## src/rtl/PipeCtrlPkg.sv

```systemverilog
////////////////////////////////////////
// Pipeline control package
// Instruction descriptor, hazard flags, stage masks,
// control command and stall cause encoding
////////////////////////////////////////

package PipeCtrlPkg;

    // Architectural register index width
    localparam int unsigned RegAddrW = 5;

    // One instruction as seen by the control logic
    typedef struct packed {
        logic                valid;
        logic [RegAddrW-1:0] dstReg;
        logic                isLoad;
        logic [RegAddrW-1:0] src0Reg;
        logic                src0Used;
        logic [RegAddrW-1:0] src1Reg;
        logic                src1Used;
    } instrInfoT;

    // Load-use hits, one per younger stage
    typedef struct packed {
        logic exLoadHit;
        logic mem1LoadHit;
        logic mem2LoadHit;
    } hazardT;

    // One bit per stage, front to back
    typedef struct packed {
        logic preIf;
        logic ifS;
        logic id;
        logic ex;
        logic mem1;
        logic mem2;
        logic wb;
    } stageMaskT;

    // Full command to the pipeline and caches
    typedef struct packed {
        stageMaskT wr;
        stageMaskT flush;
        logic      idDisWr;
        logic      exDisWr;
        logic      memDisWr;
        logic      wbDisWr;
        logic      icacheFlush;
        logic      iReqValid;
        logic      dReqValid;
        logic      icacheStall;
        logic      dcacheStall;
    } ctrlCmdT;

    // Winning cause, highest priority first
    typedef enum logic [3:0] {
        causeDcache,
        causeIcache,
        causeMulDiv,
        causeException,
        causeMem2Hazard,
        causeMem1Hazard,
        causeExHazard,
        causeBranch,
        causeJump,
        causeNone
    } stallCauseE;

endpackage

```

## src/rtl/HazardDetect.sv

```systemverilog
////////////////////////////////////////
// Load-use hazard detector
// Compares ID sources against loads in EX, MEM1, MEM2
////////////////////////////////////////

`timescale 1ns/100ps

module HazardDetect import PipeCtrlPkg::*; (
    input  instrInfoT idInstr,
    input  instrInfoT exInstr,
    input  instrInfoT mem1Instr,
    input  instrInfoT mem2Instr,
    output hazardT    hazard
);

    // Pending load in one stage against the ID reader
    function automatic logic loadUseHit(
        input instrInfoT older,
        input instrInfoT reader
    );
        logic pendingLoad;
        logic src0Hit;
        logic src1Hit;
        // Only a real load with a nonzero target can stall
        pendingLoad = older.valid && older.isLoad && (older.dstReg != '0);
        // Unused source fields carry junk, never compare them
        src0Hit = reader.src0Used && (reader.src0Reg == older.dstReg);
        src1Hit = reader.src1Used && (reader.src1Reg == older.dstReg);
        return reader.valid && pendingLoad && (src0Hit || src1Hit);
    endfunction

    logic exHit;
    logic mem1Hit;
    logic mem2Hit;

    // Each stage checked on its own
    always_comb begin
        exHit   = loadUseHit(exInstr, idInstr);
        mem1Hit = loadUseHit(mem1Instr, idInstr);
        mem2Hit = loadUseHit(mem2Instr, idInstr);
    end

    // All three reported, controller picks the winner
    always_comb begin
        hazard.exLoadHit   = exHit;
        hazard.mem1LoadHit = mem1Hit;
        hazard.mem2LoadHit = mem2Hit;
    end

endmodule

```

## src/rtl/StallFlushCtrl.sv

```systemverilog
////////////////////////////////////////
// Stall and flush controller
// Picks the highest priority cause and
// maps it to the pipeline command row
////////////////////////////////////////

`timescale 1ns/100ps

module StallFlushCtrl import PipeCtrlPkg::*; (
    input  hazardT   hazard,
    input  logic     flushException,
    input  logic     iTlbStall,
    input  logic     dTlbStall,
    input  logic     icacheBusy,
    input  logic     dcacheBusy,
    input  logic     mulDivBusy,
    input  logic     branchFailed,
    input  logic     idIsImmJump,
    output ctrlCmdT  ctrlCmd
);

    stallCauseE cause;

    // Fixed priority, data side first
    always_comb begin
        if (dcacheBusy || dTlbStall) begin
            cause = causeDcache;
        end else if (icacheBusy || iTlbStall) begin
            cause = causeIcache;
        end else if (mulDivBusy) begin
            cause = causeMulDiv;
        end else if (flushException) begin
            cause = causeException;
        end else if (hazard.mem2LoadHit) begin
            cause = causeMem2Hazard;
        end else if (hazard.mem1LoadHit) begin
            cause = causeMem1Hazard;
        end else if (hazard.exLoadHit) begin
            cause = causeExHazard;
        end else if (branchFailed) begin
            cause = causeBranch;
        end else if (idIsImmJump) begin
            cause = causeJump;
        end else begin
            cause = causeNone;
        end
    end

    // Cause to command row
    always_comb begin
        // Start from the free-running row
        ctrlCmd           = '0;
        ctrlCmd.wr        = '1;
        ctrlCmd.iReqValid = 1'b1;
        ctrlCmd.dReqValid = 1'b1;
        case (cause)
            causeDcache, causeIcache, causeMulDiv: begin
                // Whole pipe frozen, caches hold their data
                ctrlCmd.wr          = '0;
                ctrlCmd.exDisWr     = (cause == causeMulDiv);
                ctrlCmd.memDisWr    = 1'b1;
                ctrlCmd.wbDisWr     = 1'b1;
                ctrlCmd.icacheStall = 1'b1;
                ctrlCmd.dcacheStall = 1'b1;
            end
            causeException: begin
                // Redirect fetch, drop everything before MEM2
                ctrlCmd.wr          = '{preIf: 1'b1, mem2: 1'b1, wb: 1'b1, default: 1'b0};
                ctrlCmd.flush       = '{ifS: 1'b1, id: 1'b1, ex: 1'b1, mem1: 1'b1,
                                        default: 1'b0};
                ctrlCmd.icacheFlush = 1'b1;
                ctrlCmd.iReqValid   = 1'b0;
                ctrlCmd.dReqValid   = 1'b0;
                ctrlCmd.exDisWr     = 1'b1;
                ctrlCmd.memDisWr    = 1'b1;
            end
            causeMem2Hazard: begin
                // Only MEM2 and WB drain
                ctrlCmd.wr          = '{mem2: 1'b1, wb: 1'b1, default: 1'b0};
                ctrlCmd.memDisWr    = 1'b1;
                ctrlCmd.iReqValid   = 1'b0;
                ctrlCmd.icacheStall = 1'b1;
            end
            causeMem1Hazard: begin
                ctrlCmd.wr          = '{mem1: 1'b1, mem2: 1'b1, wb: 1'b1, default: 1'b0};
                ctrlCmd.exDisWr     = 1'b1;
                ctrlCmd.iReqValid   = 1'b0;
                ctrlCmd.icacheStall = 1'b1;
            end
            causeExHazard: begin
                // Front end holds, EX takes a bubble
                ctrlCmd.wr          = '{ex: 1'b1, mem1: 1'b1, mem2: 1'b1, wb: 1'b1,
                                        default: 1'b0};
                ctrlCmd.idDisWr     = 1'b1;
                ctrlCmd.iReqValid   = 1'b0;
                ctrlCmd.icacheStall = 1'b1;
            end
            causeBranch: begin
                // Mispredict kills two wrong-path slots
                ctrlCmd.wr.ifS      = 1'b0;
                ctrlCmd.wr.id       = 1'b0;
                ctrlCmd.flush.ifS   = 1'b1;
                ctrlCmd.flush.id    = 1'b1;
                ctrlCmd.icacheFlush = 1'b1;
                ctrlCmd.iReqValid   = 1'b0;
            end
            causeJump: begin
                // One slot lost behind a jump in ID
                ctrlCmd.wr.ifS      = 1'b0;
                ctrlCmd.flush.ifS   = 1'b1;
                ctrlCmd.icacheFlush = 1'b1;
                ctrlCmd.iReqValid   = 1'b0;
            end
            default: begin
                // causeNone keeps the free-running row
            end
        endcase
    end

endmodule

```

## src/rtl/StageTrack.sv

```systemverilog
////////////////////////////////////////
// Stage descriptor tracker
// Follows instructions through EX to WB
////////////////////////////////////////

`timescale 1ns/100ps

module StageTrack import PipeCtrlPkg::*; (
    input  logic      clk,
    input  logic      arstN,
    input  instrInfoT idInstr,
    input  ctrlCmdT   ctrlCmd,
    output instrInfoT exInstr,
    output instrInfoT mem1Instr,
    output instrInfoT mem2Instr,
    output instrInfoT wbInstr
);

    // Next descriptor for one stage
    function automatic instrInfoT nextStage(
        input instrInfoT cur,
        input instrInfoT pred,
        input logic      flushBit,
        input logic      wrBit,
        input logic      predWr
    );
        instrInfoT nxt;
        if (flushBit) begin
            // Flushed slot becomes empty
            nxt = '0;
        end else if (!wrBit) begin
            nxt = cur;
        end else if (!predWr) begin
            // Predecessor frozen, insert a bubble
            nxt = '0;
        end else begin
            nxt = pred;
        end
        return nxt;
    endfunction

    instrInfoT exNext;
    instrInfoT mem1Next;
    instrInfoT mem2Next;
    instrInfoT wbNext;

    // Each stage looks at its own and its predecessor's enable
    always_comb begin
        exNext   = nextStage(exInstr, idInstr, ctrlCmd.flush.ex,
                             ctrlCmd.wr.ex, ctrlCmd.wr.id);
        mem1Next = nextStage(mem1Instr, exInstr, ctrlCmd.flush.mem1,
                             ctrlCmd.wr.mem1, ctrlCmd.wr.ex);
        mem2Next = nextStage(mem2Instr, mem1Instr, ctrlCmd.flush.mem2,
                             ctrlCmd.wr.mem2, ctrlCmd.wr.mem1);
        wbNext   = nextStage(wbInstr, mem2Instr, ctrlCmd.flush.wb,
                             ctrlCmd.wr.wb, ctrlCmd.wr.mem2);
    end

    // Empty pipe out of reset
    always_ff @(posedge clk or negedge arstN) begin
        if (!arstN) begin
            exInstr   <= '0;
            mem1Instr <= '0;
            mem2Instr <= '0;
            wbInstr   <= '0;
        end else begin
            exInstr   <= exNext;
            mem1Instr <= mem1Next;
            mem2Instr <= mem2Next;
            wbInstr   <= wbNext;
        end
    end

endmodule

```

## src/rtl/PipeCtrlTop.sv

```systemverilog
////////////////////////////////////////
// Pipeline control top level
// Hazard detect, stall control, stage tracking
////////////////////////////////////////

`timescale 1ns/100ps

module PipeCtrlTop import PipeCtrlPkg::*; (
    input  logic      clk,
    input  logic      arstN,
    input  instrInfoT idInstr,
    input  logic      flushException,
    input  logic      iTlbStall,
    input  logic      dTlbStall,
    input  logic      icacheBusy,
    input  logic      dcacheBusy,
    input  logic      mulDivBusy,
    input  logic      branchFailed,
    input  logic      idIsImmJump,
    output ctrlCmdT   ctrlCmd,
    output instrInfoT wbInstr
);

    // Tracked descriptors feeding the comparators
    instrInfoT exInstr;
    instrInfoT mem1Instr;
    instrInfoT mem2Instr;
    hazardT    hazard;

    HazardDetect uHazardDetect (
        .idInstr   (idInstr),
        .exInstr   (exInstr),
        .mem1Instr (mem1Instr),
        .mem2Instr (mem2Instr),
        .hazard    (hazard)
    );

    // Same-cycle command, no register after the hazard check
    StallFlushCtrl uStallFlushCtrl (
        .hazard         (hazard),
        .flushException (flushException),
        .iTlbStall      (iTlbStall),
        .dTlbStall      (dTlbStall),
        .icacheBusy     (icacheBusy),
        .dcacheBusy     (dcacheBusy),
        .mulDivBusy     (mulDivBusy),
        .branchFailed   (branchFailed),
        .idIsImmJump    (idIsImmJump),
        .ctrlCmd        (ctrlCmd)
    );

    StageTrack uStageTrack (
        .clk       (clk),
        .arstN     (arstN),
        .idInstr   (idInstr),
        .ctrlCmd   (ctrlCmd),
        .exInstr   (exInstr),
        .mem1Instr (mem1Instr),
        .mem2Instr (mem2Instr),
        .wbInstr   (wbInstr)
    );

endmodule

```

## config.mk

```make
export PLATFORM = sky130hd
export DESIGN_NAME = PipeCtrlTop
export DESIGN_NICKNAME = d
export VERILOG_FILES = /design/src/rtl/PipeCtrlPkg.sv /design/src/rtl/HazardDetect.sv /design/src/rtl/StallFlushCtrl.sv /design/src/rtl/StageTrack.sv /design/src/rtl/PipeCtrlTop.sv
export SDC_FILE = /design/constraint.sdc
export NUM_CORES = 1
export LEC_CHECK = 0
export BUFFER_PORTS_ARGS = -buffer_cell sky130_fd_sc_hd__buf_4
export CELL_PAD_IN_SITES_DETAIL_PLACEMENT = 0
export CELL_PAD_IN_SITES_GLOBAL_PLACEMENT = 1
export CORE_ASPECT_RATIO = 2
export CORE_MARGIN = 1.5
export CORE_UTILIZATION = 38
export CTS_CLUSTER_DIAMETER = 50
export DETAILED_ROUTE_END_ITERATION = 8
export MAX_ROUTING_LAYER = met4
export PLACE_DENSITY = 0.82
export SLEW_MARGIN = 20
export SYNTH_ARGS = -nofsm -noshare
export SYNTH_HDL_FRONTEND = slang
export SYNTH_HIERARCHICAL = 1
export SYNTH_SLANG_ARGS = --single-unit
```

## constraint.sdc

```tcl
create_clock -name clk -period 2.7 [get_ports clk]
set_input_delay 0.54 -clock clk [delete_from_list [all_inputs] [get_ports clk]]
set_output_delay 0.54 -clock clk [all_outputs]
set_load 0.05 [all_outputs]
```

After elaboration in Yosys (flattened, before gate mapping). Index checks and enable logic that the tools add are counted.

Equality and inequality tests: 14. Mux-type cells: 35. Reduce and logical (&&, ||, !) cells: 41.

Operators with widths (count): $mux W19 (12); $mux W4 (9); $eq A5 B5 Y1 (6); $logic_and A1 B1 Y1 (18); $eq A4 B3 Y1 const B (4); $reduce_bool A5 Y1 (3); $mux W1 (12); $pmux W4 S3 (1); $reduce_or A6 Y1 (2); $reduce_or A9 Y1 (1); $eq A4 B2 Y1 const B (2); $reduce_bool A2 Y1 (4); $reduce_or A8 Y1 (1); $reduce_or A2 Y1 (3); $reduce_or A3 Y1 (2); $logic_or A1 B1 Y1 (5); $reduce_or A5 Y1 (1); $eq A4 B1 Y1 const B (1); $eq A4 B4 Y1 const B (1); $logic_not A4 Y1 (1); $pmux W1 S2 (1).

Flip-flop bits (word level): 76. Bits of input ports: 29. Output and inout bits: 42. Word-level logic and storage cells: 118.

Depth between registers and ports, before layout.
Depth in word-level cells: 17. Gate-level depth with buffers: 12. Depth with buffers taken out: 9.

By module. The synthesis kept the hierarchy.

Modules (own cells, without submodules): StageTrack (times used 1, cells each 219, area an instance 2976.6 sq um, sequential area each 1901.8 sq um); HazardDetect (times used 1, cells each 54, area an instance 416.6 sq um, sequential area each 0.0 sq um); StallFlushCtrl (times used 1, cells each 40, area an instance 271.5 sq um, sequential area each 0.0 sq um).

Worst setup path before layout. OpenSTA, ideal clock, no wires.

Kind: register to output. From: reg, netlist name uStageTrack/mem1Instr[14]. To: out ctrlCmd[14] (netlist name). Data arrival time: 2.903 ns. Path slack: -0.743 ns. Cell stages (with the launch flop): 8. Buffers on the path: 2. Path through: dfrtp_1 -> or4_1 -> o2111ai_1 -> a21oi_1 -> buf_4 -> o31ai_4 -> mux2i_1 -> buf_4.

RTL lines: end, declared (RTL line PipeCtrlTop.sv:20) `output ctrlCmdT ctrlCmd,`.

==> results.toml <==
[status]
status = "finished with violations"
violations = "setup timing"

[worst_setup_path]
crit_path_cell_trace = "buf_6, xor2_2, nor4_2, nand3_1, a21oi_1, buf_4, nor3_4, o31ai_4, o21a_2, buf_6"
crit_top_cell = "buf_6"
critPathLaunchType = "flip-flop"
crit_required_ps = 2160
cp_data_arrival_time_ps = 2540
ff2ff_path_depth = 12
timing.rr.start = "uStageTrack/mem1Instr[16]"
cp_top_family = "compound AO/OA/AOI/OAI gates"
slowest_delay_ps = 410
crit_path_end_kind = "output port"
worst-path-max-fanout = 4
r2r-end = "uStageTrack/exInstr[9]"
endpoint = "ctrlCmd[1]"
crit_cells = 10
worst_path_max_delay_cell = "dfrtp_1"
reg2reg_slack_ps = 90
critPathKind = "reg -> out"
cp_num_buf_inv = 3
crit_start = "uStageTrack/mem1Instr[16]"

[sta]
maxSlewHeadroom_pct = 37.19
setup_viol = 13
whs_ps = 346.7
worstMarginPinSlew_ps = 942.2
timing.fmax_mhz = 324.8
fin_ws_ps = -378.7
hold_violations = 0
fin_crit_sh_pct = 114.0
maxSlewViolCount = 0
period_needed_ps = 3079
skew_ps = 3.324
rsz0062_at_grt = "true"

[global_route]
grt_pass1_vias = 3055
antenna_found_initial = 0
use_met3_pct = 2.912
grt_pass1_wl_microns = 15080
overflow = 0
gr-usage-met2_pct = 34.75
grt_max_degree = 77
grt_busiest_layer = "met2"
met1_usage_pct = 20.20
grt_use_total_pct = 19.77

[cts]
clockBufferDepth = 2
clk_latency_ps = 330
ctsHoldBuffers = 0
cts_tree = "done"
clockRootBuffer = "clkbuf_16"
htreeDepth = 3
cts_buffers = 9
clock_sinks = 76
clk_pin_slew_ps = 50

[final_layout]
layout.nets = 436
drive_gt1_share_pct = 42.09
diodes = 0
fin_util_pct = 55.76
syn_to_final_growth_pct = 42.78
fillers = 804
multi_input_area_sq_um = 1753
ff_latch_area_sq_um = 1904
fin_cells = 515

[power_and_ir_drop]
cellPowerDensity_nw_per_um2 = 517.8
p_leak_nw = 2.344
peakVddDrop_uv = 308.5

[route]
drtIter0Drc = 282
drtAntennaViolNets = 0
drt_wl_total_microns = 9538
post_drt_wl_per_cell_microns = 18.52
drt_pre_antenna_iters = 5
vias_per_cell = 5.711
vias = 2941
drc_errors = 0

[die]
start_util_pct = 39.05
die_area_sq_um = 10280
rows = 50
die_h_microns = 141.9
dieWidth_microns = 72.44
fp.coreArea_sq_um = 9384
ios = 71

[synth]
avgSynthCellArea_sq_um = 11.71
yosysUniqueCellTypes = 36
yosys_warnings = 6
ys_seq_area_share_pct = 51.89
synthCells = 313
ys_ff_latch = 76
netlist_area_sq_um = 3665

[hold_path]
hold_class = "in -> async"

[placement]
dp_hpwl_microns = 6510
place.gp.congestion = 0.8344
io_buffers = 67
dp_cells = 491

[job]
cap_violations = 0
==> layout by cell type, fill, tap and decap left out, types with 4 or more instances in the layout <==
| master | instances |
|---|---|
| buf_6 | 19 |
| a32o_1 | 58 |
| or4_4 | 4 |
| a21oi_2 | 5 |
| xnor2_1 | 6 |
| clkbuf_16 | 11 |
| a21oi_1 | 18 |
| buf_12 | 6 |
| nand2b_1 | 18 |
| xor2_1 | 21 |
| nor4_2 | 5 |
| nand3_1 | 25 |
| dfrtp_1 | 74 |
| buf_4 | 84 |
==> how the worst min path moves through the flow <==
stage                      startpoint  slack (ps)                        to  cells past startpoint
6_report                        arstN         350    uStageTrack/exInstr[9]                      1
5_1_grt                         arstN         430    uStageTrack/exInstr[9]                      1
4_1_cts                         arstN         390  uStageTrack/mem1Instr[7]                      1
3_5_place_dp   uStageTrack/wbInstr[7]         480    uStageTrack/wbInstr[7]                      1
3_3_place_gp   uStageTrack/exInstr[1]         480    uStageTrack/exInstr[1]                      1
2_1_floorplan                   arstN         240    uStageTrack/exInstr[0]                      0
==> flip-flops by register name, summed over array words and instances (netlist names) <==
register / cells
uStageTrack/exInstr: 19
uStageTrack/wbInstr: 19
uStageTrack/mem1Instr: 19
uStageTrack/mem2Instr: 19
==> cells by family after synthesis <==
group           share of synthesized area [%]
compound gates                          21.34
flops                                   51.89
simple gates                            12.56
buf+inv                                 6.657
xor+xnor                                7.170
mux                                    0.2731
other cells                            0.1023
==> metal layers <==
| metal | vias up | share of wire, % |
|---|---|---|
| met2 | 70 | 59 |
| met5 | - | 0 |
| met4 | 0 | 2.7 |
| li1 | 1368 | - |
| met3 | 16 | 3.2 |
| met1 | 1487 | 36 |
==> cell usage after synthesis <==
master / number / share of area (%)
nor3_1: 3 / 0.41
xnor2_1: 6 / 1.4
nor2b_4: 1 / 0.38
a21oi_1: 23 / 3.1
or2_1: 1 / 0.17
nand3_1: 25 / 3.4
nor2b_1: 3 / 0.51
nand2_1: 1 / 0.10
a32o_1: 58 / 16
nand4_1: 1 / 0.17
nor2_4: 1 / 0.31
o21a_1: 1 / 0.20
nor2_1: 5 / 0.51
a21oi_2: 1 / 0.24
nor4_2: 1 / 0.34
conb_1: 1 / 0.10
nor4_1: 6 / 1.0
o2111ai_1: 3 / 0.72
mux2i_1: 1 / 0.27
nor2_2: 3 / 0.51
xor2_1: 24 / 5.7
inv_2: 3 / 0.31
o21ai_1: 2 / 0.27
nand2b_1: 19 / 3.2
buf_2: 9 / 1.2
and3b_1: 1 / 0.24
buf_4: 17 / 3.5
clkbuf_1: 4 / 0.41
o31ai_2: 1 / 0.34
inv_1: 3 / 0.31
or4_4: 1 / 0.31
buf_6: 3 / 0.92
o31ai_4: 1 / 0.58
nand2_4: 1 / 0.31
dfrtp_1: 76 / 52
or4_1: 3 / 0.61
==> per-stage QoR <==
stage / worst slack (ps) / cell area [sq um] / TNS (ps) / total power, mW
final: -378.7 / 5233 / -3432 / 2.709
after global routing: -484.7 / 5233 / -4623 / 2.799
after CTS: -347.7 / 5052 / -3857 / 2.724
after detailed placement: -334.9 / 4497 / -3611 / 1.350
after global placement: -322.9 / 4497 / -3593 / 1.347
after floorplan: -271.4 / 3726 / -3897 / 1.248
==> timing repair <==
action,CTS,global route
endpoints found under the hold margin,0,0
setup buffers,6,3
endpoints found under the setup margin,13,59
resized for setup,39,21
gates cloned,0,2
pin swaps,16,14
==> layout make-up <==
type | instances | share of cell area (%)
Sequential cell | 76 | 36.39
Multi-Input combinational cell | 200 | 33.50
Timing Repair Buffer | 114 | 20.49
Clock buffer | 11 | 4.639
Tap cell | 104 | 2.487
Clock inverter | 4 | 1.865
Inverter | 6 | 0.6217
==> report_power, final <==
part           switching, mW  leakage, nW  internal [mW]  total (mW)
clock network          0.439        0.162          0.922        1.36
logic                  0.129         1.12         0.0774       0.207
registers           0.000669         1.06           1.14        1.14
Power figures use the tool's default switching activity.
